`src/rtl/cpu_pkg.sv`:
```
package cpu_pkg;

  localparam int xlen = 32;
  localparam int reg_count = 32;
  localparam int reg_addr_width = $clog2(reg_count);
  localparam int dmem_words = 256;
  localparam int dmem_index_width = $clog2(dmem_words);

  localparam logic [xlen-1:0] reset_pc = '0;
  // addi x0, x0, 0
  localparam logic [31:0] nop_instruction = 32'h0000_0013;

  // major opcodes
  localparam logic [6:0] opcode_op = 7'b0110011;
  localparam logic [6:0] opcode_op_imm = 7'b0010011;
  localparam logic [6:0] opcode_lui = 7'b0110111;
  localparam logic [6:0] opcode_load = 7'b0000011;
  localparam logic [6:0] opcode_store = 7'b0100011;
  localparam logic [6:0] opcode_branch = 7'b1100011;
  localparam logic [6:0] opcode_jal = 7'b1101111;
  localparam logic [6:0] opcode_jalr = 7'b1100111;

  localparam logic [6:0] funct7_base = 7'b0000000;
  localparam logic [6:0] funct7_alt = 7'b0100000;

  typedef enum logic [2:0] {
    alu_add, alu_sub, alu_and, alu_or, alu_xor, alu_slt, alu_pass_b
  } alu_op_t;

  typedef enum logic [2:0] {
    branch_none, branch_beq, branch_bne, branch_blt, branch_bge, branch_jal, branch_jalr
  } branch_type_t;

  typedef enum logic {
    retire_reg_write, retire_store
  } retire_kind_t;

  typedef struct packed {
    logic [reg_addr_width-1:0] rs1;
    logic [reg_addr_width-1:0] rs2;
    logic [reg_addr_width-1:0] rd;
    logic [xlen-1:0] immediate;
    alu_op_t alu_op;
    logic alu_use_rs2;
    logic reg_write;
    logic mem_read;
    logic mem_write;
    branch_type_t branch_type;
  } decoded_t;

  typedef struct packed {
    logic valid;
    logic [xlen-1:0] pc;
    logic [31:0] instruction;
  } if_id_t;

  typedef struct packed {
    logic valid;
    logic [xlen-1:0] pc;
    decoded_t decoded;
    logic [xlen-1:0] rs1_data;
    logic [xlen-1:0] rs2_data;
  } id_ex_t;

  typedef struct packed {
    logic valid;
    logic [xlen-1:0] result;
    logic [xlen-1:0] store_data;
    logic [reg_addr_width-1:0] rd;
    logic reg_write;
    logic mem_read;
    logic mem_write;
  } ex_mem_t;

  typedef struct packed {
    logic valid;
    logic [reg_addr_width-1:0] rd;
    logic reg_write;
    logic [xlen-1:0] data;
  } mem_wb_t;

  typedef struct packed {
    logic valid;
    retire_kind_t kind;
    logic [reg_addr_width-1:0] rd;
    logic [xlen-1:0] addr;
    logic [xlen-1:0] data;
  } retire_t;

endpackage

```
`src/rtl/stage_register.sv`:
```
`timescale 1ns/1ps

module stage_register #(
  parameter type payload_t = cpu_pkg::if_id_t
) (
  input logic clock,
  input logic rst,
  input logic hold,
  input logic squash,
  input payload_t d,
  output payload_t q
);

  // only the valid bit is control state, the rest is payload
  always_ff @(posedge clock) begin
    if (rst || squash) begin
      q.valid <= 1'b0;
    end else if (!hold) begin
      q <= d;
    end
  end

endmodule

```
`config.mk`:
```
export PLATFORM = sky130hd
export DESIGN_NAME = stage_register
export DESIGN_NICKNAME = d
export VERILOG_FILES = /design/src/rtl/cpu_pkg.sv /design/src/rtl/stage_register.sv
export SDC_FILE = /design/constraint.sdc
export NUM_CORES = 1
export LEC_CHECK = 0
export ABC_AREA = 1
export BUFFER_PORTS_ARGS = -buffer_cell sky130_fd_sc_hd__clkbuf_2
export CORE_ASPECT_RATIO = 1.4
export CORE_UTILIZATION = 40
export DETAILED_ROUTE_END_ITERATION = 10
export PLACE_DENSITY = 0.78
export SETUP_SLACK_MARGIN = 0.4
export SYNTH_ARGS = -nofsm -noshare
export SYNTH_HDL_FRONTEND = slang
export SYNTH_SLANG_ARGS = --single-unit
```
`constraint.sdc`:
```
create_clock -name clock -period 7.1 [get_ports clock]
set_input_delay 0.355 -clock clock [delete_from_list [all_inputs] [get_ports clock]]
set_output_delay 0.355 -clock clock [all_outputs]
set_load 0.005 [all_outputs]
```
; Word-level counts from Yosys, hierarchy flattened
; Index checks and enable logic that the tools add are counted.
; W data, S select, Z words.
[totals]
wordCells = 7
ff_bits = 65
inputBits = 69
out_inout_bits = 65
[op_classes]
n_reduce_logical = 2
bitwise = 2
[ops]
columns = operator, count
row1 = $not A1 Y1, 2
row2 = $reduce_and A2 Y1, 1
row3 = $logic_or A1 B1 Y1, 1

; Longest topological paths before layout
[depth]
word_depth = 3
ltp_mapped = 4
ltp_nobuf = 4

; Worst setup path after synthesis
; OpenSTA, ideal clock, no wires.
[synth_timing]
path_type = input to register
startpoint = input hold
endpoint = register q[0] (netlist bit), enable pin
setup_time_ns = 0.565
arrival_ns = 4.819
cell_stages = 1
path_buffers = 0
slack_ns = 1.715
required_ns = 6.535
path_cell_list = nor3_1
[synth_via]
elab_chain_len = 2
[synth_lines]
columns = element, line
row1 = "start, declared", stage_register.sv:8  ; input logic hold,
row2 = $not A1 Y1 (no source line), -
row3 = $reduce_and A2 Y1 (no source line), -
row4 = "end, declared", stage_register.sv:11  ; output payload_t q
; No other way between the ends.
; A chain may end at the register's enable or synchronous reset.

; Worst setup path after layout
[layout_timing]
startpoint = input hold
endpoint = register q[62] (netlist bit), enable pin
; Same word-level chain as after synthesis.

==> flow_summary.json <==
{
  "drive_above_1_share": 0.662,
  "portBuffers": 133,
  "synthXorXnorAreaFrac": 0,
  "core_um2": 4640,
  "synth.distinct_cells": 7,
  "finalMaxSlewViolations": 0,
  "cts-root-buf": "clkbuf_8",
  "dr_total_vias": 1190,
  "peakVddDrop_mv": 0.193,
  "grt_overflow": 0,
  "fin_total_pwr_uw": 720,
  "via_per_inst": 4.23,
  "finalCritPeriodShare": 0.190,
  "gp_congestion": 0.652,
  "synth_compound_area_frac": 0,
  "io-pin-count": 134,
  "nFillCells": 392,
  "holdCritPathClass": "input pin to register",
  "start_util": 0.425,
  "antenna_found_initial": 0,
  "post-route-min-period_ns": 1.35,
  "pwr_density_cell_nw_per_um2": 251,
  "tightest_slew_ns": 0.757,
  "synth.net_count": 141,
  "p_leak_nw": 1.24,
  "synthSimpleGateAreaFrac": 0.0133,
  "cts.sinks": 65,
  "drcViolationCount": 0,
  "numCtsBuffers": 9,
  "cts_resized": 0,
  "status": "finished clean",
  "synthAdderAreaFrac": 0,
  "post_cts_buffers": 0,
  "fmax_mhz": 740,
  "critical_path.endpoint_type": "register",
  "wl_per_cell_um": 13.5,
  "fin_skew_ns": 0,
  "reg_top3": "q: 65 flops",
  "arrival_ns": 1.29,
  "dieWidth_um": 61.3,
  "syn_area_um2": 1970,
  "synthCells": 72,
  "synth.area.mux_share": 0,
  "cp-start-kind": "input pin",
  "grt_max_degree": 65,
  "final_antenna_net_count": 0,
  "synth_top_family_by_area": "simple AND/OR/NAND/NOR gates",
  "firstDrtPassIters": 3,
  "largest_reg_flops": 65,
  "synth_area_per_cell_um2": 27.4,
  "antennaDiodeCount": 0,
  "clock_path_buffers": 2,
  "tns_ns": 0,
  "yosys_register_bits": 65,
  "wl_um": 3780,
  "rsz0062_at_grt": "false",
  "rows": 29,
  "grt_pass1_vias": 1195,
  "mostFrequentLayoutCells": "clkbuf_2, edfxtp_1, clkbuf_8, clkinv_1",
  "hold_violations": 0,
  "cts_hold_buf": 0,
  "clk_latency_ns": 0.31,
  "cap_violations": 0,
  "die-area_um2": 5220,
  "grt_pass1_wl_um": 5350,
  "yosysSeqAreaShare": 0.985,
  "setup_viol": 0,
  "drt_iter0_drc": 46,
  "grt_usage": 0.154,
  "htree_num_levels": 3,
  "relSlewSlack": 0.496,
  "path_max_fanout": 64,
  "die_y_um": 85.1,
  "path_clk_slew_ns": 0.06,
  "ys_warn_count": 0,
  "fin_nets": 286,
  "required_ns": 7.04,
  "criticalPathCategory": "input pin to register",
  "syn_to_final_growth_pct": 45.4,
  "top_register": "q",
  "final_common_cell": "clkbuf_2",
  "cts_tree": "done"
}
[area by class of cell]
| class | instances | area (µm²) | area share |
|---|---|---|---|
| multi-input cells | 6 | 31.3 | 0.0109 |
| flip-flops and latches | 65 | 1940 | 0.677 |
| clock buffers | 10 | 128 | 0.0445 |
| repair buffers | 134 | 673 | 0.235 |
| clock inverters | 3 | 11.3 | 0.00393 |
| inverters | 1 | 3.75 | 0.00131 |
| well taps | 62 | 77.6 | 0.0271 |
[cells by family after synthesis]
logic type,after synthesis
simple gates,6
flops,65
buf+inv,1
[synthesized netlist by cell type]
| master | instances | share of area |
|---|---|---|
| inv_1 | 1 | 0.0019 |
| nor3_1 | 1 | 0.0025 |
| nor2_1 | 2 | 0.0038 |
| dfxtp_1 | 1 | 0.010 |
| nand2_1 | 2 | 0.0038 |
| edfxtp_1 | 64 | 0.97 |
| nor2_2 | 1 | 0.0032 |
[final timing paths]
path                            start     to  slack, ns  depth (start not counted)
worst max register to register  q[64]  q[64]       6.48                          4
worst min-delay path            d[57]  q[57]       0.21                          1
worst min register to register  q[64]  q[64]       0.55                          4
worst max-delay path             hold  q[62]       5.75                          3
[critical path, cell delays in order]
cell and delay (ns):
clkbuf_2 0.11, nor3_2 0.17, buf_4 0.63
[per-stage QoR]
| stage | area [µm²] | utilization | hold slack, ns | setup slack (ns) | cells |
|---|---|---|---|---|---|
| after floorplan | 1970 | - | 0.454 | 1.72 | 72 |
| after global placement | 2730 | 0.587 | 0.515 | 5.45 | 268 |
| after detailed placement | 2730 | 0.587 | 0.534 | 5.41 | 268 |
| after CTS | 2870 | 0.617 | 0.189 | 5.76 | 281 |
| after global routing | 2870 | 0.617 | 0.191 | 5.68 | 281 |
| final | 2870 | 0.617 | 0.210 | 5.75 | 281 |
[power by group]
| group | internal [mW] | total, mW | switching [mW] |
|---|---|---|---|
| Combinational | 0.0243 | 0.0439 | 0.0196 |
| Clock | 0.117 | 0.230 | 0.113 |
| Sequential | 0.442 | 0.446 | 0.00430 |
[metal layers]
layer | part of all wire | global-route usage
met4 | 0.015 | 0.103
met1 | 0.31 | 0.138
met5 | 0 | 0
met3 | 0.069 | 0.0473
met2 | 0.61 | 0.277
(Power assumes the default switching activity.)
