<file path="src/rtl/cpu_pkg.sv">
package cpu_pkg;

  localparam int xlen = 32;
  localparam int reg_count = 32;
  localparam int reg_addr_width = $clog2(reg_count);
  localparam int dmem_words = 256;
  localparam int dmem_index_width = $clog2(dmem_words);

  localparam logic [xlen-1:0] reset_pc = '0;
  // addi x0, x0, 0
  localparam logic [31:0] nop_instruction = 32'h0000_0013;

  // major opcodes
  localparam logic [6:0] opcode_op = 7'b0110011;
  localparam logic [6:0] opcode_op_imm = 7'b0010011;
  localparam logic [6:0] opcode_lui = 7'b0110111;
  localparam logic [6:0] opcode_load = 7'b0000011;
  localparam logic [6:0] opcode_store = 7'b0100011;
  localparam logic [6:0] opcode_branch = 7'b1100011;
  localparam logic [6:0] opcode_jal = 7'b1101111;
  localparam logic [6:0] opcode_jalr = 7'b1100111;

  localparam logic [6:0] funct7_base = 7'b0000000;
  localparam logic [6:0] funct7_alt = 7'b0100000;

  typedef enum logic [2:0] {
    alu_add, alu_sub, alu_and, alu_or, alu_xor, alu_slt, alu_pass_b
  } alu_op_t;

  typedef enum logic [2:0] {
    branch_none, branch_beq, branch_bne, branch_blt, branch_bge, branch_jal, branch_jalr
  } branch_type_t;

  typedef enum logic {
    retire_reg_write, retire_store
  } retire_kind_t;

  typedef struct packed {
    logic [reg_addr_width-1:0] rs1;
    logic [reg_addr_width-1:0] rs2;
    logic [reg_addr_width-1:0] rd;
    logic [xlen-1:0] immediate;
    alu_op_t alu_op;
    logic alu_use_rs2;
    logic reg_write;
    logic mem_read;
    logic mem_write;
    branch_type_t branch_type;
  } decoded_t;

  typedef struct packed {
    logic valid;
    logic [xlen-1:0] pc;
    logic [31:0] instruction;
  } if_id_t;

  typedef struct packed {
    logic valid;
    logic [xlen-1:0] pc;
    decoded_t decoded;
    logic [xlen-1:0] rs1_data;
    logic [xlen-1:0] rs2_data;
  } id_ex_t;

  typedef struct packed {
    logic valid;
    logic [xlen-1:0] result;
    logic [xlen-1:0] store_data;
    logic [reg_addr_width-1:0] rd;
    logic reg_write;
    logic mem_read;
    logic mem_write;
  } ex_mem_t;

  typedef struct packed {
    logic valid;
    logic [reg_addr_width-1:0] rd;
    logic reg_write;
    logic [xlen-1:0] data;
  } mem_wb_t;

  typedef struct packed {
    logic valid;
    retire_kind_t kind;
    logic [reg_addr_width-1:0] rd;
    logic [xlen-1:0] addr;
    logic [xlen-1:0] data;
  } retire_t;

endpackage

</file>
<file path="src/rtl/forwarding.sv">
`timescale 1ns/1ps

module forwarding (
  input cpu_pkg::id_ex_t ex,
  input cpu_pkg::ex_mem_t mem,
  input logic [cpu_pkg::xlen-1:0] mem_load_data,
  input cpu_pkg::mem_wb_t wb,
  output logic [cpu_pkg::xlen-1:0] rs1_data_forwarded,
  output logic [cpu_pkg::xlen-1:0] rs2_data_forwarded
);

  logic mem_writes;
  logic wb_writes;
  logic [cpu_pkg::xlen-1:0] mem_value;

  // x0 is never a forwarding source
  assign mem_writes = mem.valid && mem.reg_write && (mem.rd != '0);
  assign wb_writes = wb.valid && wb.reg_write && (wb.rd != '0);

  // load data is already available in the memory stage
  assign mem_value = mem.mem_read ? mem_load_data : mem.result;

  function automatic logic [cpu_pkg::xlen-1:0] pick(
    input logic [cpu_pkg::reg_addr_width-1:0] rs,
    input logic [cpu_pkg::xlen-1:0] reg_value
  );
    if (mem_writes && mem.rd == rs) begin
      return mem_value;
    end else if (wb_writes && wb.rd == rs) begin
      return wb.data;
    end
    return reg_value;
  endfunction

  always_comb begin
    rs1_data_forwarded = pick(ex.decoded.rs1, ex.rs1_data);
    rs2_data_forwarded = pick(ex.decoded.rs2, ex.rs2_data);
  end

endmodule

</file>
<file path="config.mk">
export PLATFORM = sky130hd
export DESIGN_NAME = forwarding
export DESIGN_NICKNAME = d
export VERILOG_FILES = /design/src/rtl/cpu_pkg.sv /design/src/rtl/forwarding.sv
export SDC_FILE = /design/constraint.sdc
export NUM_CORES = 1
export LEC_CHECK = 0
export BUFFER_PORTS_ARGS = -buffer_cell sky130_fd_sc_hd__clkbuf_2
export CAP_MARGIN = 20
export CORE_AREA = 2 2 139 141
export DETAILED_ROUTE_END_ITERATION = 10
export DIE_AREA = 0 0 141 143
export PLACE_DENSITY = 0.51
export REMOVE_ABC_BUFFERS = 1
export SYNTH_ARGS = -nofsm -noshare
export SYNTH_HDL_FRONTEND = slang
export SYNTH_SLANG_ARGS = --single-unit
</file>
<file path="constraint.sdc">
create_clock -name vclk -period 2.3
set_input_delay 0.23 -clock vclk [all_inputs]
set_output_delay 0.23 -clock vclk [all_outputs]
set_load 0.01 [all_outputs]
</file>
* After elaboration in Yosys (flattened, before gate mapping) *
Cells that the tools add are included.

operators by class
  add/sub/neg operators = 0
  multiply operators = 0
  divide/modulo/power cells = 0
  reduce and logical (&&, ||, !) cells = 10
  shift-type cells = 0
  equal/unequal tests = 4
  multiplexer cells = 11
  $lt $le $gt $ge = 0
  bitwise logic cells = 0

operators with widths
  operator             count
  2-to-1 mux 32 bit    7
  equality test 5 bit  4
  nonzero test 5 bit   2
  logical AND 1 bit    8
  2-to-1 mux 1 bit     4

word-level totals
  RAM bits = 0
  latch bits = 0
  input port bits = 298
  memories = 0
  memory bits (read-only) = 0
  bits in registers = 0
  output and inout bits = 64
  logic and storage cells = 25

* Longest topological paths before layout *
  word-level depth = 6
  gate-level depth with buffers = 6
  mapped depth without buffers = 4

* Worst setup path before layout *
OpenSTA, ideal clock, no wires.

  path type = input-to-output
  start = in mem[6] in the netlist's numbering
  end = out rs2_data_forwarded[0] in the netlist's numbering
  path slack = 0.553 ns
  arrival = 1.517 ns
  buffers on the path = 1
  stages = 5
  data required time = 2.070 ns
  cell sequence = or4_4 > o211ai_2 > buf_2 > nor3_1 > a31oi_1

on the way
  cells in the longest elaborated chain, start to end = 5
  elaborated cells on any way between the ends = 7
  those cells by class = eq/ne (1); mux (3); reduce/logical (3)

ends and longest elaborated chain
  item                                                   RTL line          text
  start: declaration                                     forwarding.sv:5   input cpu_pkg::ex_mem_t mem,
  nonzero test 5 bit                                     forwarding.sv:17  assign mem_writes = mem.valid && mem.reg_write && (mem.rd != '0);
  logical AND 1 bit                                      forwarding.sv:17
  logical AND 1 bit *                                    forwarding.sv:27  if (mem_writes && mem.rd == rs) begin
  2-to-1 mux 32 bit or 2-to-1 mux 1 bit (tied branches)  forwarding.sv:27
  2-to-1 mux 32 bit *                                    forwarding.sv:32  return reg_value;
  end: declaration                                       forwarding.sv:9   output logic [cpu_pkg::xlen-1:0] rs2_data_forwarded

Every way passes the cells marked *; elsewhere a longest branch is shown, timed or not.

* Final worst setup path *
  start = in mem[6] in the netlist's numbering
  end = out rs2_data_forwarded[21] in the netlist's numbering

The elaborated chain is that of the path after synthesis.

==> flow_metrics.tcl <==
set metrics [dict create \
    outcome "complete, no violations" \
    post_cts_resized 0 \
    drive_gt1_share_pct 50.7 \
    cellPowerDensity_mw_per_mm2 203 \
    seq_area_um2 0 \
    slew_viol_final 0 \
    syn_inst 423 \
    row_count 50 \
    leakage_uw 0.00190 \
    critPathLaunchType "input port" \
    hold_class "input port to output pin" \
    antenna_cells 0 \
    ys_types 25 \
    antenna_found_initial 0 \
    critPathArrivalTime_ns 1.98 \
    maxSlewHeadroom_pct 74.9 \
    drc 0 \
    hold_slack_ns 0.791 \
    post-dp-hpwl_um 13400 \
    period_needed_ns 2.21 \
    ctsHoldBuffers 0 \
    design_area_mm2 0.00445 \
    routabilityCongestion 0.799 \
    vdd_ir_drop_max_mv 0.102 \
    postSynthAreaPerCell_um2 6.40 \
    ant_nets 0 \
    critPathMaxFanout 15 \
    setup_tns_ns 0 \
    firstDrtPassIters 5 \
    critPathKind "input port to output pin" \
    setup_viol 0 \
    drv_cap 0 \
    fin_crit_sh_pct 96.1 \
    yosysWarnings 0 \
    grt_pass1_vias 4280 \
    num_io_pins 362 \
    worst_ep_required_time_ns 2.07 \
    viasPerCell 5.11 \
    flops_and_latches 0 \
    grt_pass1_wl_um 24400 \
    yosysSeqAreaShare_pct 0 \
    initial_core_util_pct 14.6 \
    core_mm2 0.0186 \
    fmax_mhz 453 \
    fin_nets 945 \
    hold_viol 0 \
    post_cts_buffers 0 \
    stdcell_count 879 \
    overflow 0 \
    die_h_um 143 \
    syn2layout_area_growth_pct 64.4 \
    place_area_mm2 0.00444 \
    grt_max_degree 52 \
    grt.total_usage_pct 15.2 \
    die_w_um 141 \
    netlist_area_mm2 0.00271 \
    rsz0062_at_grt "false" \
    nClkBuffers 0 \
    tightestPinTransition_ns 0.374 \
    endpoint_kind "output pin" \
    wl_um 16700 \
    vias 4496 \
    port_buffers 249 \
    dr.first_iter.drc_count 193 \
    dp.cells 877 \
    wl_per_cell_um 19.0 \
    dieArea_mm2 0.0202 \
]
cells in the mapped netlist:
library cell | n | share of area [%]
mux2_2 | 32 | 13
nor2_1 | 2 | 0.28
or4_4 | 1 | 0.42
and2_0 | 1 | 0.23
buf_4 | 6 | 1.7
clkbuf_1 | 41 | 5.7
or2_2 | 1 | 0.23
or3_1 | 2 | 0.46
nand4_1 | 34 | 7.9
o31a_1 | 2 | 0.65
nand2_1 | 2 | 0.28
o31ai_1 | 63 | 17
xnor2_1 | 15 | 4.9
or2_1 | 2 | 0.46
nor3_1 | 64 | 12
or4_1 | 31 | 8.6
nand3_1 | 1 | 0.18
buf_2 | 16 | 3.0
xor2_1 | 5 | 1.6
a31oi_1 | 63 | 15
a21oi_1 | 1 | 0.18
a21o_1 | 1 | 0.28
nor4_1 | 2 | 0.46
o211ai_2 | 2 | 0.92
inv_1 | 33 | 4.6
placed cells by master, fill, tap and decap left out, types with 2 or more instances in the layout:
cell,Yosys,routed
a31oi_1,63,63
buf_12,0,13
buf_4,6,23
clkbuf_2,0,249
inv_1,33,33
mux2_2,32,32
nand4_1,34,34
nor3_1,64,63
nor4_1,2,2
o211ai_4,0,2
o31a_1,2,2
o31ai_1,63,63
or2_1,2,2
or3_1,2,2
or4_1,31,31
xnor2_1,15,15
xor2_1,5,5
report_power, final:
part	total (uW)	switching (uW)	internal [uW]	leakage, uW
registers	0	0	0	0
logic	903	525	378	0.00190
clock network	0	0	0	0
worst max-delay path, stage by stage:
cell      delay, ns
clkbuf_2       0.11
or4_4          0.58
o211ai_4       0.27
or2_1          0.17
buf_4          0.24
a31oi_1        0.20
clkbuf_2       0.17
path summary, 6_finish.rpt:
path	start	endpoint	slack, ns	cells after the start
max	mem[6]	rs2_data_forwarded[21]	0.09	7
min	ex[39]	rs1_data_forwarded[7]	0.79	4
logic make-up after synthesis:
family	after synthesis	synth area share (%)
xor+xnor	20	6.47
compound gates	132	34.1
mux	32	13.3
simple gates	143	31.3
buf+inv	96	14.9
routing by layer:
layer  global-route usage, %  part of all wire [%]  vias up  routed length [um]
met1                    21.3                    45     2086                7530
met5                       0                     0        -                   0
met2                    25.1                    46      260                7650
met3                    2.31                   8.1       13                1350
met4                    2.32                   1.1        0                 189
li1                        -                     -     2137                   -
area by class of cell:
type	instances	area, um^2
multi-input combinational	327	2350
tap	234	293
fill	2097	14100
inverter	33	124
timing repair buffer	285	1680
per-stage QoR:
step / setup WS (ns) / util [%] / power, uW
global placement: 0.0935 / 23.9 / 895
detailed placement: 0.0953 / 23.9 / 892
floorplan: -0.458 / - / 363
CTS: 0.0920 / 23.9 / 895
finish: 0.0904 / 24.0 / 903
global route: 0.0220 / 24.0 / 968
No activity file was read; power rests on OpenSTA's default activity.
