**src/rtl/cpu_pkg.sv**
```systemverilog
package cpu_pkg;

  localparam int xlen = 32;
  localparam int reg_count = 32;
  localparam int reg_addr_width = $clog2(reg_count);
  localparam int dmem_words = 256;
  localparam int dmem_index_width = $clog2(dmem_words);

  localparam logic [xlen-1:0] reset_pc = '0;
  // addi x0, x0, 0
  localparam logic [31:0] nop_instruction = 32'h0000_0013;

  // major opcodes
  localparam logic [6:0] opcode_op = 7'b0110011;
  localparam logic [6:0] opcode_op_imm = 7'b0010011;
  localparam logic [6:0] opcode_lui = 7'b0110111;
  localparam logic [6:0] opcode_load = 7'b0000011;
  localparam logic [6:0] opcode_store = 7'b0100011;
  localparam logic [6:0] opcode_branch = 7'b1100011;
  localparam logic [6:0] opcode_jal = 7'b1101111;
  localparam logic [6:0] opcode_jalr = 7'b1100111;

  localparam logic [6:0] funct7_base = 7'b0000000;
  localparam logic [6:0] funct7_alt = 7'b0100000;

  typedef enum logic [2:0] {
    alu_add, alu_sub, alu_and, alu_or, alu_xor, alu_slt, alu_pass_b
  } alu_op_t;

  typedef enum logic [2:0] {
    branch_none, branch_beq, branch_bne, branch_blt, branch_bge, branch_jal, branch_jalr
  } branch_type_t;

  typedef enum logic {
    retire_reg_write, retire_store
  } retire_kind_t;

  typedef struct packed {
    logic [reg_addr_width-1:0] rs1;
    logic [reg_addr_width-1:0] rs2;
    logic [reg_addr_width-1:0] rd;
    logic [xlen-1:0] immediate;
    alu_op_t alu_op;
    logic alu_use_rs2;
    logic reg_write;
    logic mem_read;
    logic mem_write;
    branch_type_t branch_type;
  } decoded_t;

  typedef struct packed {
    logic valid;
    logic [xlen-1:0] pc;
    logic [31:0] instruction;
  } if_id_t;

  typedef struct packed {
    logic valid;
    logic [xlen-1:0] pc;
    decoded_t decoded;
    logic [xlen-1:0] rs1_data;
    logic [xlen-1:0] rs2_data;
  } id_ex_t;

  typedef struct packed {
    logic valid;
    logic [xlen-1:0] result;
    logic [xlen-1:0] store_data;
    logic [reg_addr_width-1:0] rd;
    logic reg_write;
    logic mem_read;
    logic mem_write;
  } ex_mem_t;

  typedef struct packed {
    logic valid;
    logic [reg_addr_width-1:0] rd;
    logic reg_write;
    logic [xlen-1:0] data;
  } mem_wb_t;

  typedef struct packed {
    logic valid;
    retire_kind_t kind;
    logic [reg_addr_width-1:0] rd;
    logic [xlen-1:0] addr;
    logic [xlen-1:0] data;
  } retire_t;

endpackage

```
**src/rtl/branch.sv**
```systemverilog
`timescale 1ns/1ps

module branch (
  input logic [cpu_pkg::xlen-1:0] pc,
  input logic [cpu_pkg::xlen-1:0] rs1_data,
  input logic [cpu_pkg::xlen-1:0] rs2_data,
  input logic [cpu_pkg::xlen-1:0] immediate,
  input cpu_pkg::branch_type_t branch_type,
  input logic valid,
  output logic taken,
  output logic [cpu_pkg::xlen-1:0] target
);

  logic equal;
  logic less;
  logic condition;
  logic [cpu_pkg::xlen-1:0] jalr_sum;

  assign equal = rs1_data == rs2_data;
  assign less = $signed(rs1_data) < $signed(rs2_data);

  always_comb begin
    case (branch_type)
      cpu_pkg::branch_beq: condition = equal;
      cpu_pkg::branch_bne: condition = !equal;
      cpu_pkg::branch_blt: condition = less;
      cpu_pkg::branch_bge: condition = !less;
      cpu_pkg::branch_jal, cpu_pkg::branch_jalr: condition = 1'b1;
      default: condition = 1'b0;
    endcase
  end

  assign taken = valid && condition;

  // jalr drops bit 0 of the sum
  assign jalr_sum = rs1_data + immediate;
  assign target = (branch_type == cpu_pkg::branch_jalr) ? {jalr_sum[cpu_pkg::xlen-1:1], 1'b0}
                                                        : pc + immediate;

endmodule

```
**config.mk**
```make
export PLATFORM = sky130hd
export DESIGN_NAME = branch
export DESIGN_NICKNAME = d
export VERILOG_FILES = /design/src/rtl/cpu_pkg.sv /design/src/rtl/branch.sv
export SDC_FILE = /design/constraint.sdc
export NUM_CORES = 1
export LEC_CHECK = 0
export ABC_AREA = 0
export BUFFER_PORTS_ARGS = -buffer_cell sky130_fd_sc_hd__buf_4
export CORE_MARGIN = 2
export CORE_UTILIZATION = 25
export DETAILED_ROUTE_END_ITERATION = 6
export GPL_ROUTABILITY_DRIVEN = 0
export PLACE_DENSITY = 0.5
export SYNTH_ARGS = -nofsm -noshare
export SYNTH_HDL_FRONTEND = slang
export SYNTH_SLANG_ARGS = --single-unit
```
**constraint.sdc**
```tcl
create_clock -name vclk -period 5.21
set_input_delay 1.3025 -clock vclk [all_inputs]
set_output_delay 1.3025 -clock vclk [all_outputs]
set_load 0.01 [all_outputs]
```
Word level (Yosys, flattened, before mapping):

Index checks and enable logic that the tools add are counted.

* memories kept: 0
* latch bits: 0
* logic and storage cells: 16
* input bits: 132
* ROM bits: 0
* output and inout port bits: 33
* RAM bits: 0
* flip-flop bits (word level): 0

* eq/ne operators: 7
* $lt $le $gt $ge: 1
* add/subtract/negate cells: 2
* mux-type cells: 2
* bitwise logic cells: 0
* multipliers: 0
* divide/modulo/power cells: 0
* shift-type cells: 0
* reduce and logical (&&, ||, !) cells: 4

Operator list (count)
* $add 32x32->32: 2
* $eq 32x32->1: 1
* $lt 32x32->1: 1
* $mux 32: 1
* $eq 3x3->1 const B: 3
* $eq 3x2->1 const B: 2
* $pmux 1 s5: 1
* $eq 3x1->1 const B: 1
* $logic_not 1->1: 2
* $reduce_or 2->1: 1
* $logic_and 1x1->1: 1

Longest topological paths before layout:

* depth after elaboration: 4
* depth in mapped cells: 13
* mapped depth without buffers: 13

Least setup slack after synthesis:

OpenSTA, ideal clock, no wires.

* kind: input to output
* start point: in pc[0] in the netlist's numbering
* end point: out target[30] in the netlist's numbering
* cell stages on the path: 13
* buffers on the path: 0
* arrival time: 3512 ps
* path slack: 395 ps
* data required time: 3908 ps
* cell sequence: ha_1 -> inv_1 -> fa_1 -> nor2b_1 -> o21ai_1 -> a21boi_1 -> o31a_1 -> a31o_2 -> a21oi_1 -> o31a_1 -> o221ai_1 -> o22a_1 -> nand3_1

* cells in the longest elaborated chain, start to end: 2

RTL lines
* start: declaration: RTL line branch.sv:4 `input logic [cpu_pkg::xlen-1:0] pc,`
* $add 32x32->32: RTL line branch.sv:38 `: pc + immediate;`
* $mux 32: RTL line branch.sv:37 `assign target = (branch_type == cpu_pkg::branch_jalr) ? {jalr_sum[cpu_pkg::xlen-1:1], 1'b0}`
* end: declaration: RTL line branch.sv:11 `output logic [cpu_pkg::xlen-1:0] target`

No other way between the ends.

Final worst setup path:

* start point: in immediate[0] in the netlist's numbering
* end point: out target[26] in the netlist's numbering

* cells in the longest elaborated chain, start to end: 2
* elaborated cells between the ends (all ways): 3
* classes of those cells: add/sub: 2; mux: 1

RTL lines
* start: declaration: RTL line branch.sv:7 `input logic [cpu_pkg::xlen-1:0] immediate,`
* $add 32x32->32 (on tied branches): RTL line branch.sv:38, branch.sv:36
* $mux 32 *: RTL line branch.sv:37

Every way passes the cells marked *; elsewhere a longest branch is shown, timed or not.

==> key figures <==
Status
  – Outcome: completed

Worst setup path
  – Sum of buffers and inverters on the critical path: 4
  – Launching element type of the critical path: input port
  – Req. time, crit path: 3.91 ns
  – Endpoint arrival time on the critical path: 3.79 ns
  – Category of the critical setup timing path: in -> out
  – Kind of cell adding the most delay to the critical path: compound AO/OA/AOI/OAI gates
  – CP endpoint kind: primary output
  – Largest driver fanout on the critical path: 3
  – Most frequent CP cell: a21oi_2
  – Max stage delay cell, worst path: o31a_1
  – Cell breakdown of the critical path: buf_8 -> ha_4 -> inv_2 -> fa_2 -> nor2b_1 -> o21ai_1 -> a21boi_1 -> o31a_1 -> a31o_2 -> a21oi_2 -> buf_4 -> nor2_4 -> a211o_1 -> a21oi_2 -> a21oi_2 -> buf_4
  – Worst stage delay on the critical path: 0.32 ns

Routing
  – Via-to-Cell Ratio: 4.84
  – Antenna violation net count after detailed routing: 0
  – Routed via count: 4980
  – Remaining design rule violation count: 0
  – Wirelength per Cell: 14.9 um
  – Detailed-route wire length: 15300 um
  – Drt first pass iters: 5
  – First-iteration detailed-routing DRC count: 234

Power
  – Overall power consumption: 0.830 mW
  – Clock power frac: 0
  – Reg power frac: 0
  – Power share of the combinational group: 1.000
  – Leakage power of the design: 3.30 nW
  – Switching portion of total power: 0.499
  – Peak supply drop: 0.0474 mV
  – Switching power: 0.414 mW
  – Internal power contribution: 0.415 mW
  – Power per standard cell area: 129 mW/mm^2

Placement
  – Placed Cells: 1023
  – HPWL after DPL: 13500 um
  – Port-buffer cells: 165

Cells and area
  – Sequential cell area in the final layout: 0 sq um
  – Ratio of cells with drive above 1 in the final layout: 0.339
  – Top library cells by usage in the layout, fill and taps aside: buf_4, ha_1, a21oi_1, inv_1, nand2_1
  – Number of antenna diodes: 0
  – Area added between synthesis and finish: 48.1%
  – Final standard cell count with taps included and fillers excluded: 1028
  – Number of fill cells: 1933
  – Clock buffer count in the final layout: 0
  – End-of-flow core utilization: 0.376
  – Sequential cells: 0
  – Total area of multi-input combinational cells: 0.00435 sq mm
  – Final nets: 1032
  – Leading cell type in the layout, fill and taps excluded: buf_4

Synthesis
  – Post-synth cell types: 65
  – Gate Count Post-Synth: 603
  – Net count after synthesis: 830
  – Sequential area share after synthesis: 0
  – Average cell area after synthesis: 7.23 sq um
  – Total standard cell area after synthesis: 0.00436 sq mm
  – Warnings from Yosys: 0

Floorplan
  – Die area: 0.0185 sq mm
  – Num ports: 165
  – FP Rows: 48
  – Vert. Die Dim: 136 um
  – Core box area: 0.0172 sq mm
  – Starting Density: 0.254
  – Horiz. Die Dim: 136 um

STA
  – Final number of setup-violating endpoints: 0
  – Final-layout setup total negative slack: 0 ns
  – Final period demand of the worst path: 5.09 ns
  – Relative slew slack: 0.499
  – RSZ-0062 raised after global routing: true
  – Highest clock rate: 0.197 GHz
  – Worst hold slack after final layout: 2.88 ns
  – Number of hold-slack violations in the final timing report: 0
  – Transition time at the pin with the least slew margin: 0.743 ns
  – Slew Limit Fails: 0
  – Period utilisation layout: 0.976

Worst hold path
  – Worst hold start: immediate[31]
  – Min-Delay Path Class: in -> out
  – Hold Path Cell Cnt: 3
  – Capture endpoint of the worst hold path: target[31]

Global routing
  – Met3 capacity usage during global routing: 0.0145
  – GR Layer Usage met1: 0.221
  – Via count of the first global-routing pass: 4895
  – GRT Resource Usage Total: 0.158
  – Global-route wire length before repair: 23700 um
  – Total global routing overflow: 0
  – Initial antenna violation count: 0
  – Pin count of the biggest net entering global routing: 36
  – Met2 global-route usage: 0.274
  – Routing layer with the top usage in global route: met2

Flow run
  – Max-Cap Viols: 0
-- timing repair --
action,4_1_cts,5_1_grt
setup buffers,0,6
hold buffers,0,0
setup endpoints to repair,3,14
pin swaps,0,30
resized for setup,2,51
-- how the worst max path moves through the flow --
stage,start,endpoint,slack (ns),depth (start not counted)
3_3_place_gp,immediate[1],target[30],-0.07,16
2_1_floorplan,pc[0],target[30],0.40,13
4_1_cts,immediate[0],target[30],0.004,15
3_5_place_dp,immediate[1],target[30],-0.08,16
5_1_grt,immediate[0],target[24],-0.04,16
6_report,immediate[0],target[26],0.12,16
-- cells by family (layout without fill, tap and decap cells) --
family	after synthesis	in the layout	share of synthesized area
AO/OA/AOI/OAI	228	228	0.367
adder cells (fa/ha/maj)	95	95	0.276
buffers and inverters	68	268	0.0597
multiplexers	7	7	0.0164
XOR/XNOR	52	52	0.105
AND/OR/NAND/NOR	153	153	0.176
-- final cells by class --
class / instances / share of cell area
Inverter: 55 / 0.0320
Tap cell: 225 / 0.0436
Timing Repair Buffer: 213 / 0.250
Multi-Input combinational cell: 535 / 0.674
-- power by group through the flow --
stage,logic (mW),clock network (mW),registers (mW)
detailed placement,0.787,0,0
CTS,0.794,0,0
finish,0.830,0,0
global placement,0.791,0,0
floorplan,0.461,0,0
global route,0.919,0,0
-- worst min-delay path, stage by stage --
cell     delay [ns]
buf_4          0.08
xnor2_1        0.06
buf_4          0.13
-- synthesized netlist by cell type (2+ instances only) --
| cell | count | share of area |
|---|---|---|
| nand4b_1 | 2 | 0.0040 |
| nand2_2 | 2 | 0.0029 |
| a211o_1 | 4 | 0.0080 |
| o21ai_0 | 33 | 0.038 |
| and3_1 | 6 | 0.0086 |
| a21oi_1 | 67 | 0.077 |
| clkbuf_2 | 2 | 0.0023 |
| xor2_1 | 26 | 0.052 |
| nand2_1 | 42 | 0.036 |
| nor4_1 | 3 | 0.0043 |
| nand4_1 | 15 | 0.022 |
| nor2b_1 | 10 | 0.014 |
| a211oi_1 | 5 | 0.0086 |
| nor3_1 | 5 | 0.0057 |
| o211a_1 | 4 | 0.0092 |
| o221ai_1 | 2 | 0.0040 |
| clkbuf_1 | 9 | 0.0078 |
| o31a_1 | 5 | 0.010 |
| a31oi_1 | 6 | 0.0086 |
| mux2i_1 | 6 | 0.014 |
| inv_1 | 55 | 0.047 |
| fa_1 | 2 | 0.0092 |
| o211ai_1 | 6 | 0.010 |
| o21bai_1 | 6 | 0.010 |
| nand2b_1 | 11 | 0.016 |
| buf_2 | 2 | 0.0023 |
| a21o_1 | 40 | 0.069 |
| and2_1 | 3 | 0.0043 |
| nor2_1 | 35 | 0.030 |
| a41oi_4 | 2 | 0.013 |
| nand3b_1 | 2 | 0.0034 |
| a21boi_1 | 2 | 0.0034 |
| nand3_1 | 11 | 0.013 |
| o21ai_1 | 8 | 0.0092 |
| o31ai_1 | 8 | 0.014 |
| a31o_2 | 2 | 0.0040 |
| ha_1 | 93 | 0.27 |
| a21boi_0 | 2 | 0.0034 |
| xnor2_1 | 26 | 0.052 |
| o21a_1 | 8 | 0.014 |
-- layer usage --
| metal | routed length, um | share of wire |
|---|---|---|
| met1 | 7280 | 0.48 |
| met2 | 7050 | 0.46 |
| met3 | 853 | 0.056 |
| met4 | 118 | 0.0077 |
| met5 | 0 | 0 |
-- per-stage QoR --
stage	worst slack, ns	area (sq um)
final	0.122	6450
after global routing	-0.0419	6450
after CTS	0.00398	6160
after detailed placement	-0.0805	6150
after global placement	-0.0742	6150
after floorplan	0.395	4360
(Power assumes the default switching activity.)
