<file path="config.mk">
export PLATFORM = sky130hd
export DESIGN_NAME = alu
export DESIGN_NICKNAME = d
export VERILOG_FILES = /design/src/rtl/cpu_pkg.sv /design/src/rtl/alu.sv
export SDC_FILE = /design/constraint.sdc
export NUM_CORES = 1
export LEC_CHECK = 0
export ABC_AREA = 1
export BUFFER_PORTS_ARGS = -buffer_cell sky130_fd_sc_hd__buf_2
export CAP_MARGIN = 25
export CELL_PAD_IN_SITES_DETAIL_PLACEMENT = 1
export CELL_PAD_IN_SITES_GLOBAL_PLACEMENT = 1
export CORE_MARGIN = 5
export CORE_UTILIZATION = 36
export DETAILED_ROUTE_END_ITERATION = 8
export PLACE_DENSITY_LB_ADDON = 0.1
export SLEW_MARGIN = 20
export SYNTH_ARGS = -nofsm -noshare
export SYNTH_HDL_FRONTEND = slang
export SYNTH_SLANG_ARGS = --single-unit
</file>
<file path="constraint.sdc">
create_clock -name vclk -period 2.3
set_clock_uncertainty 0.05 [all_clocks]
set_input_delay 0.46 -clock vclk [all_inputs]
set_output_delay 0.46 -clock vclk [all_outputs]
set_load 0.05 [all_outputs]
</file>
<file path="src/rtl/cpu_pkg.sv">
package cpu_pkg;

  localparam int xlen = 32;
  localparam int reg_count = 32;
  localparam int reg_addr_width = $clog2(reg_count);
  localparam int dmem_words = 256;
  localparam int dmem_index_width = $clog2(dmem_words);

  localparam logic [xlen-1:0] reset_pc = '0;
  // addi x0, x0, 0
  localparam logic [31:0] nop_instruction = 32'h0000_0013;

  // major opcodes
  localparam logic [6:0] opcode_op = 7'b0110011;
  localparam logic [6:0] opcode_op_imm = 7'b0010011;
  localparam logic [6:0] opcode_lui = 7'b0110111;
  localparam logic [6:0] opcode_load = 7'b0000011;
  localparam logic [6:0] opcode_store = 7'b0100011;
  localparam logic [6:0] opcode_branch = 7'b1100011;
  localparam logic [6:0] opcode_jal = 7'b1101111;
  localparam logic [6:0] opcode_jalr = 7'b1100111;

  localparam logic [6:0] funct7_base = 7'b0000000;
  localparam logic [6:0] funct7_alt = 7'b0100000;

  typedef enum logic [2:0] {
    alu_add, alu_sub, alu_and, alu_or, alu_xor, alu_slt, alu_pass_b
  } alu_op_t;

  typedef enum logic [2:0] {
    branch_none, branch_beq, branch_bne, branch_blt, branch_bge, branch_jal, branch_jalr
  } branch_type_t;

  typedef enum logic {
    retire_reg_write, retire_store
  } retire_kind_t;

  typedef struct packed {
    logic [reg_addr_width-1:0] rs1;
    logic [reg_addr_width-1:0] rs2;
    logic [reg_addr_width-1:0] rd;
    logic [xlen-1:0] immediate;
    alu_op_t alu_op;
    logic alu_use_rs2;
    logic reg_write;
    logic mem_read;
    logic mem_write;
    branch_type_t branch_type;
  } decoded_t;

  typedef struct packed {
    logic valid;
    logic [xlen-1:0] pc;
    logic [31:0] instruction;
  } if_id_t;

  typedef struct packed {
    logic valid;
    logic [xlen-1:0] pc;
    decoded_t decoded;
    logic [xlen-1:0] rs1_data;
    logic [xlen-1:0] rs2_data;
  } id_ex_t;

  typedef struct packed {
    logic valid;
    logic [xlen-1:0] result;
    logic [xlen-1:0] store_data;
    logic [reg_addr_width-1:0] rd;
    logic reg_write;
    logic mem_read;
    logic mem_write;
  } ex_mem_t;

  typedef struct packed {
    logic valid;
    logic [reg_addr_width-1:0] rd;
    logic reg_write;
    logic [xlen-1:0] data;
  } mem_wb_t;

  typedef struct packed {
    logic valid;
    retire_kind_t kind;
    logic [reg_addr_width-1:0] rd;
    logic [xlen-1:0] addr;
    logic [xlen-1:0] data;
  } retire_t;

endpackage

</file>
<file path="src/rtl/alu.sv">
`timescale 1ns/1ps

module alu (
  input logic [cpu_pkg::xlen-1:0] a,
  input logic [cpu_pkg::xlen-1:0] b,
  input cpu_pkg::alu_op_t op,
  output logic [cpu_pkg::xlen-1:0] result
);

  logic less_signed;

  assign less_signed = $signed(a) < $signed(b);

  always_comb begin
    case (op)
      cpu_pkg::alu_add: result = a + b;
      cpu_pkg::alu_sub: result = a - b;
      cpu_pkg::alu_and: result = a & b;
      cpu_pkg::alu_or: result = a | b;
      cpu_pkg::alu_xor: result = a ^ b;
      cpu_pkg::alu_slt: result = {{(cpu_pkg::xlen-1){1'b0}}, less_signed};
      // lui passes the shifted immediate
      cpu_pkg::alu_pass_b: result = b;
      default: result = '0;
    endcase
  end

endmodule

</file>
==> results.txt, run 1 <==
The flow did not finish. The failing step is clock tree synthesis (4_1_cts). The first error in the log reads "[ERROR DPL-0033] detailed placement checks failed during check placement". In this run the core area contains 49 standard-cell rows. The number of hold buffers added after CTS was 0. The initial core utilization is 36.7%. In this run, distinct cell masters in the synthesized netlist total 35. The sequential-to-total area share from yosys stat is 0%. The half-perimeter wire length after detailed placement came out at 29.0 mm.

The number of nets produced by synthesis is 1479. In the synthesized netlist, the number of instances is 1304. The die outline height came out at 146 um.

The number of port buffers is 99. The complex-gate fraction of the synthesized area came out at 14.6%. By area, the combinational part of the netlist is dominated by simple AND/OR/NAND/NOR gates. The count of synthesis-stage warnings from yosys came out at 0. The mean post-synth cell area came out at 5.09 um2. The area after detailed placement came out at 10200 um2.

The xor and xnor area share after synthesis is 0%. The post-synthesis cell area is 6640 um2. The post-cts repair resize count is 612.

The synthesized netlist devotes 44.3% of its cell area to simple gates. The number of setup buffers added after CTS came out at 56. The multiplexer share of the synthesized area is 0%.

The post-synthesis share of cell area spent on full adders, half adders and majority gates came out at 20.6%. The die boundary width is 146 um. During I/O placement, the number of pins put on the boundary was 99. The final RePlAce weighted congestion came out at 0.950.
==> Yosys cell counts (8+ instances only) <==
| master | number | area [um2] |
|---|---|---|
| inv_1 | 302 | 1130 |
| nand2_1 | 439 | 1650 |
| buf_2 | 24 | 120 |
| a221oi_1 | 22 | 193 |
| nor2_2 | 8 | 50.1 |
| nand3_1 | 120 | 601 |
| nand4_1 | 9 | 56.3 |
| a21oi_1 | 57 | 285 |
| ha_1 | 106 | 1330 |
| buf_4 | 9 | 67.6 |
| nor2_1 | 87 | 327 |
| o22ai_1 | 27 | 169 |
| o21ai_0 | 29 | 145 |
==> cell families after synthesis <==
kind of cell / Yosys count
AOI/OAI and AO/OA: 158
buffers and inverters: 342
and+or+nand+nor: 696
adders and majority gates: 108
==> stage by stage <==
step	util, %	cells	hold WS (ns)	setup WS [ns]	TNS [ns]
detailed placement	56.4	1848	1.44	-0.777	-18.91
global placement	56.4	1848	1.43	-0.712	-17.02
floorplan	-	1304	1.09	-0.263	-1.40
==> run 2, diff against run 1 <==
--- a/config.mk
+++ b/config.mk
@@ -8,12 +8,10 @@
 export ABC_AREA = 1
 export BUFFER_PORTS_ARGS = -buffer_cell sky130_fd_sc_hd__buf_2
 export CAP_MARGIN = 25
-export CELL_PAD_IN_SITES_DETAIL_PLACEMENT = 1
-export CELL_PAD_IN_SITES_GLOBAL_PLACEMENT = 1
 export CORE_MARGIN = 5
-export CORE_UTILIZATION = 36
+export CORE_UTILIZATION = 35
 export DETAILED_ROUTE_END_ITERATION = 8
-export PLACE_DENSITY_LB_ADDON = 0.1
+export PLACE_DENSITY_LB_ADDON = 0.15
 export SLEW_MARGIN = 20
 export SYNTH_ARGS = -nofsm -noshare
 export SYNTH_HDL_FRONTEND = slang
==> constraint.sdc (replaced) <==
create_clock -name vclk -period 3
set_clock_uncertainty 0.05 [all_clocks]
set_input_delay 0.6 -clock vclk [all_inputs]
set_output_delay 0.6 -clock vclk [all_outputs]
set_load 0.05 [all_outputs]
==> run 2 against run 1 <==
Effect of this change: synthesized cell count stayed put; the flow now finishes, with violations (setup timing); synthesized area did not move.
==> results.txt, run 2 <==
The flow ran to the end, but the final reports show violations. The final reports fail on setup timing. The cell family contributing the most delay on the critical path is adder cells. By startpoint and endpoint, the worst setup path is classified as input pin to output port. The library cells used most frequently in the layout, excluding fill and tap cells, are nand2_1 (339), inv_1 (241), buf_4 (238). The count of synthesis-stage warnings from yosys came to 0 (unchanged). STA classifies the critical path startpoint as an input pin. The total area of sequential cells is 0 um2. The core footprint is 18700 um2. Global routing finished with a remaining overflow of 0.

The largest fanout on the critical path is 3. The initial core utilization is 35.5% (-1.2 points). Summed over all layers, the routed wires come to 28.5 mm. The internal power consumption is 0.974 mW. The first-pass GRT wire length is 43.6 mm. The number of hold buffers added after CTS came out at 0 (unchanged). The post-synthesis instance total came out at 1304 (unchanged). The total power density per cell area came out at 215 nW/um2. The pre-CTS setup slack is -0.335 ns (+0.442 ns). The most common cell after layout, fill and taps aside is nand2_1. The maximum VDD drop came out at 167 uV. The combinational group share of total power is 100.0%. The largest area contributor in the synthesized netlist is nand2_1. The die area is 21800 um2. Sequential cells placed in the final layout were counted as 0. The count of routing violations after the opening detailed-route iteration is 755. Counting instances in the post-synthesis netlist gives the leading cell types as nand2_1 (439), inv_1 (302), nand3_1 (120), ha_1 (106), nor2_1 (87). The die outline height is 148 um (+1.3%).

The signal on the critical path passes through buf_8 -> ha_4 -> fa_2 -> nand2_2 -> nand2_4 -> nand2_4 -> inv_4 -> nand2_4 -> nand2_4 -> inv_4 -> buf_12 -> o22ai_4 -> a21oi_2 -> nand3_1 -> buf_6. The power dissipated by switching net loads is 1.39 mW. The half-perimeter wire length after detailed placement is 23.6 mm (-19%). The global-route total usage across every layer came out at 24.4%. The final RePlAce weighted congestion is 0.961 (+1.1%). The wire length per cell is 15.4 um. The count of pins over their slew limit came out at 0. The worst path in the final design needs a cycle of 3.01 ns, including I/O delays and setup. The cell that appears most often on the critical path is nand2_4.

The sequential-to-total area share from yosys stat came out at 0% (unchanged). The post-synthesis cell area came out at 6640 um2 (unchanged). The number of global-route vias before repair is 8675.

The worst min-delay path startpoint is b[8]. Setup violations remaining at the end of the flow were counted as 3. The critical path buffer and inverter count is 5. Setup repair after global routing could not meet its margin everywhere. The cell type of the slowest stage on the worst timing path is fa_2. The switching part of the total is 58.8%. The count of antenna-violating nets left after detailed routing is 0. The number of I/O pins was 99 (unchanged). The via count came out at 9273. The final critical-path share of the clock period came out at 100%. The post-route cell area is 11000 um2. For this design the static power due to leakage is 6.17 nW.

The number of detailed-route iterations in the first pass came out at 5. The number of nets produced by synthesis is 1479 (unchanged). The critical path starts at b[0]. The layout overhead on the synthesized area is 65.5%. The net count reported at finish is 1793.

The DRC violations left is 0. In the post-synthesis netlist, the biggest area contributors are nand2_1 (25%), ha_1 (20%), inv_1 (17%), nand3_1 (9.0%), nor2_1 (4.9%). The placement row count is 50 (+2.0%).

Based on the critical path, the design can be clocked at up to 0.332 GHz. The count of endpoints failing hold in the final timing report came out at 0. The maximum number of pins on one net before global-route repair is 29.

The data required time at the worst endpoint came out at 2.35 ns. STA classifies the critical path endpoint as an output port. The area after detailed placement was 9070 um2 (-11%). The initial antenna violation count was 0.

The fraction of layout cells with a size suffix above 1 came out at 43.3%. The diode insertion count for antenna repair is 0. The share of power burned in the clock network is 0%.

The area share of the leading cell type in the synthesized netlist came out at 24.8% (unchanged). nand2_1 is the most common cell in the netlist. The critical path data arrival time is 2.36 ns. The mean post-synth cell area came out at 5.09 um2 (unchanged). Of the total power, registers draw 0%. The classification of the worst-slack hold path is input pin to output port. The die boundary width was 148 um (+1.3%).

At the pin with the least slew margin, the transition time is 0.507 ns. Headroom to the max-slew limit came out at 66.2%. The number of port buffers came out at 99 (unchanged). In this design, the stage delay of the slowest critical-path cell is 0.40 ns. Excluding fillers, the count of instances in the completed layout stands at 1850.

The number of distinct library cell variants in the gate-level netlist after synthesis was 35 (unchanged). The clock buffers instantiated in the layout total 0. The vias per cell is 5.01. The total placed cells including tap cells is 1834 (-0.76%). The final setup slack of the worst path is -0.0116 ns.

The final-layout worst hold slack is 1.68 ns. The number of max-capacitance violations reported is 0.
-- run 2: cell counts after synthesis --
No cell type changed its count.
-- run 2: final cells by class --
| type | count | area (um2) |
|---|---|---|
| well taps | 234 | 293 |
| inverters | 304 | 1170 |
| fillers | 1839 | 7720 |
| multi-input cells | 962 | 6720 |
| repair buffers | 350 | 2810 |
-- run 2: path summary, 6_finish.rpt --
kind / to / cells past startpoint
worst max-delay path: result[8] / 15
worst min-delay path: result[8] / 5
-- run 2: kinds of logic (layout without fill, tap and decap cells) --
| kind of cell | after synthesis | after routing | share of synthesized area [%] |
|---|---|---|---|
| and+or+nand+nor | 696 | 696 | 44.3 |
| AOI/OAI and AO/OA | 158 | 158 | 14.6 |
| buffers and inverters | 342 | 654 | 20.5 |
| adders and majority gates | 108 | 108 | 20.6 |
-- run 2: power by group through the flow --
stage	Sequential, mW	Clock (mW)	Combinational, mW
detailed placement	0	0	1.84
CTS	0	0	2.08
finish	0	0	2.37
global route	0	0	2.54
global placement	0	0	1.83
floorplan	0	0	1.07
-- run 2: routing by layer --
metal	part of all wire (%)	track usage, %
met3	7.9	2.73
met1	47	36.3
met2	44	38.5
met5	0	0
met4	1.4	3.73
-- run 2: what timing repair did --
| action | 4_1_cts | 5_1_grt |
|---|---|---|
| gates resized for setup | 212 | 301 |
| endpoints found under the setup margin | 27 | 27 |
| buffers inserted | 2 | 14 |
| pin swaps | 26 | 109 |
-- run 2: stage by stage --
| stage | TNS (ns) | power [mW] | utilization [%] |
|---|---|---|---|
| floorplan | -0.159 | 1.07 | - |
| global placement | -6.19 | 1.83 | 48.5 |
| detailed placement | -6.21 | 1.84 | 48.5 |
| CTS | -0.0400 | 2.08 | 53.2 |
| global route | -1.15 | 2.54 | 58.7 |
| finish | -0.0181 | 2.37 | 58.7 |
Power figures use the tool's default switching activity.
==> run 3, diff against run 2 <==
--- a/config.mk
+++ b/config.mk
@@ -6,7 +6,7 @@
 export NUM_CORES = 1
 export LEC_CHECK = 0
 export ABC_AREA = 1
-export BUFFER_PORTS_ARGS = -buffer_cell sky130_fd_sc_hd__buf_2
+export BUFFER_PORTS_ARGS = -buffer_cell sky130_fd_sc_hd__buf_4
 export CAP_MARGIN = 25
 export CORE_MARGIN = 5
 export CORE_UTILIZATION = 35
==> constraint.sdc (replaced) <==
create_clock -name vclk -period 3
set_clock_uncertainty 0.05 [all_clocks]
set_input_delay 0.15 -clock vclk [all_inputs]
set_output_delay 0.15 -clock vclk [all_outputs]
set_load 0.05 [all_outputs]
==> run 3 against run 2 <==
Effect of this change: highest routed layer unchanged; utilization is 18 points lower; largest cell class unchanged; final cell count is 13% lower; global-route usage is 2.5 points lower; flip-flop and latch count stayed put; count of clock-buffer cells in the layout stayed put; non-clock buffer count is 235 lower; the run now ends clean.
==> results.txt, run 3 (same netlist as run 2, synthesis figures left out) <==
The worst slew slack as a fraction of its limit is 56.0% (-10 points). The final RePlAce weighted congestion came out at 0.962 (+0.11%). The critical path's largest stage delay came out at 0.41 ns (about the same). The maximum number of pins on one net before global-route repair came out at 29 (unchanged).

The combinational group share of total power came out at 100.0% (about the same). The static leakage is 4.71 nW (-24%). The first-pass GRT wire length is 39.2 mm (-10%). The share of power burned in the clock network is 0% (unchanged). The maximum VDD drop came out at 109 uV (-35%). The maximum clock frequency came out at 0.401 GHz (+21%). The global-route total usage across every layer is 21.9% (-2.5 points). The half-perimeter wire length after detailed placement came out at 21.4 mm (-9.1%). The number of global-route vias before repair came to 7652 (-12%).

The sequential share of power came out at 0% (unchanged). Setup repair after global routing left no endpoint under its margin. The area after detailed placement is 7590 um2 (-16%). The die outline height came out at 148 um (unchanged).

The share of the core filled with cells in the final layout is 40.6% (-18 points). The total wire length after detailed routing is 24.8 mm (-13%). The die boundary width came out at 148 um (unchanged). The slowest stage of the critical path is the fa_1 cell. The initial core utilization is 35.5% (unchanged). The number of hold buffers added after CTS was 0 (unchanged). The post-route cell area is 7590 um2 (-31%).

The placement row count came out at 50 (unchanged). The total setup violations reported at the end of the flow came to 0 (-3). The number of port buffers came out at 99 (unchanged). In the layout the commonest cells are nand2_1 (439), inv_1 (302), nand3_1 (120). The critical path data arrival time came out at 2.30 ns (-0.06 ns). Broken down by cell family, the worst path's largest delay share belongs to simple AND/OR/NAND/NOR gates.

The die area is 21800 um2 (unchanged). The data required time at the worst endpoint came out at 2.80 ns (+0.45 ns). The post-cts repair resize count was 0 (-100%). The number of detailed-route iterations in the first pass came out at 5 (unchanged). The wire length per cell came out at 15.4 um (-0.14%).

The count of pins over their slew limit came out at 0 (unchanged). The count of routing violations after the opening detailed-route iteration is 715 (-5.3%). The total power density per cell area is 208 nW/um2 (-3.5%).

The core footprint was 18700 um2 (unchanged). The initial antenna violation count is 0 (unchanged). The total number of sequential cells is 0 (unchanged). The number of setup buffers added after CTS was 0 (-2). The total of clock buffers placed in the layout was 0 (unchanged).

The critical path goes through buf_4 -> inv_1 -> ha_1 -> fa_1 -> inv_1 -> nand2_1 -> nand3_1 -> nand3_1 -> nand2_2 -> nand2_1 -> nand2_1 -> nand2_1 -> nand3_1 -> nand3_1 -> nand2_1 -> buf_4. The flow ran to the end, and the final reports show no timing, DRC or antenna violations. The start-to-end type of the worst setup path is input pin to output port. The count of endpoints failing hold in the final timing report is 0 (unchanged). The diode insertion count for antenna repair was 0 (unchanged). The internal power consumption was 0.489 mW (-50%).

The minimum period implied by the final worst setup slack came to 2.50 ns (-0.516 ns). The area growth from synthesis to layout is 14.3%. The path class of the tightest hold or removal check is input pin to output port.

The total negative setup slack came out at 0 ns (+0.0181 ns). The power dissipated by switching net loads came out at 1.09 mW (-22%). The number of max-capacitance violations reported came to 0 (unchanged). The switching part of the total is 69.0% (+10 points).

The library cell used most frequently in the layout, excluding fill and tap cells, is nand2_1. The worst-margin pin slew came out at 0.660 ns (+0.152 ns). The via count came out at 8152 (-12%).

The DRC violations left came out at 0 (unchanged). The net count reported at finish is 1558 (-13%). The count of antenna-violating nets left after detailed routing came out at 0 (unchanged). STA classifies the critical path endpoint as an output port. The total area of sequential cells is 0 um2 (unchanged). The critical path buffer and inverter count was 4 (-1). The total grt overflow is 0 (unchanged). The final critical-path share of the clock period was 83.2% (-17 points).

By instance count, the cell type seen most on the critical path is nand2_1. The largest fanout on the critical path came to 4 (+1). STA classifies the critical path startpoint as an input pin. The number of I/O pins was 99 (unchanged). The fraction of layout cells with a size suffix above 1 is 10.6% (-33 points).

The vias per cell came out at 5.05 (+0.70%).
-- run 3: cell types whose count changed in the layout (fill, tap and decap cells not counted), sizes merged --
cell / change
buf: -233
clkbuf: -2
-- run 3: power by group through the flow --
| stage | Sequential [mW] | Clock, mW | Combinational, mW |
|---|---|---|---|
| 2_1_floorplan | 0 | 0 | 1.06 |
| 4_1_cts | 0 | 0 | 1.56 |
| 3_5_place_dp | 0 | 0 | 1.56 |
| 6_report | 0 | 0 | 1.58 |
| 3_3_place_gp | 0 | 0 | 1.55 |
| 5_1_grt | 0 | 0 | 1.74 |
-- run 3: layout make-up --
class              instances  area [um2]
fillers                 2171       11100
multi-input cells        962        5290
inverters                304        1140
repair buffers           115         863
well taps                234         293
-- run 3: metrics by stage --
step           total power, mW  instances  setup slack (ns)  hold slack (ns)
3_3_place_gp              1.55       1615             0.544            0.678
3_5_place_dp              1.56       1615             0.512            0.677
5_1_grt                   1.74       1615             0.295            0.705
4_1_cts                   1.56       1615             0.508            0.677
6_report                  1.58       1615             0.504            0.676
2_1_floorplan             1.06       1304             0.365            0.617
-- run 3: per-layer routing --
layer  vias up  global-route usage, %  share of wire, %
li1       4190                      -                 -
met1      3635                   34.1                49
met2       309                   33.7                42
met3        18                   1.78               7.9
met4         0                   2.33               1.1
met5         -                      0                 0
-- run 3: worst min-delay path, cell delays in order --
cell     delay, ns
buf_4         0.09
a21oi_1       0.06
nand3_1       0.08
buf_4         0.19
-- run 3: final timing paths --
kind | cells past startpoint | to | slack (ns) | from
hold / removal | 4 | result[5] | 0.68 | b[5]
setup / recovery | 16 | result[0] | 0.50 | a[0]
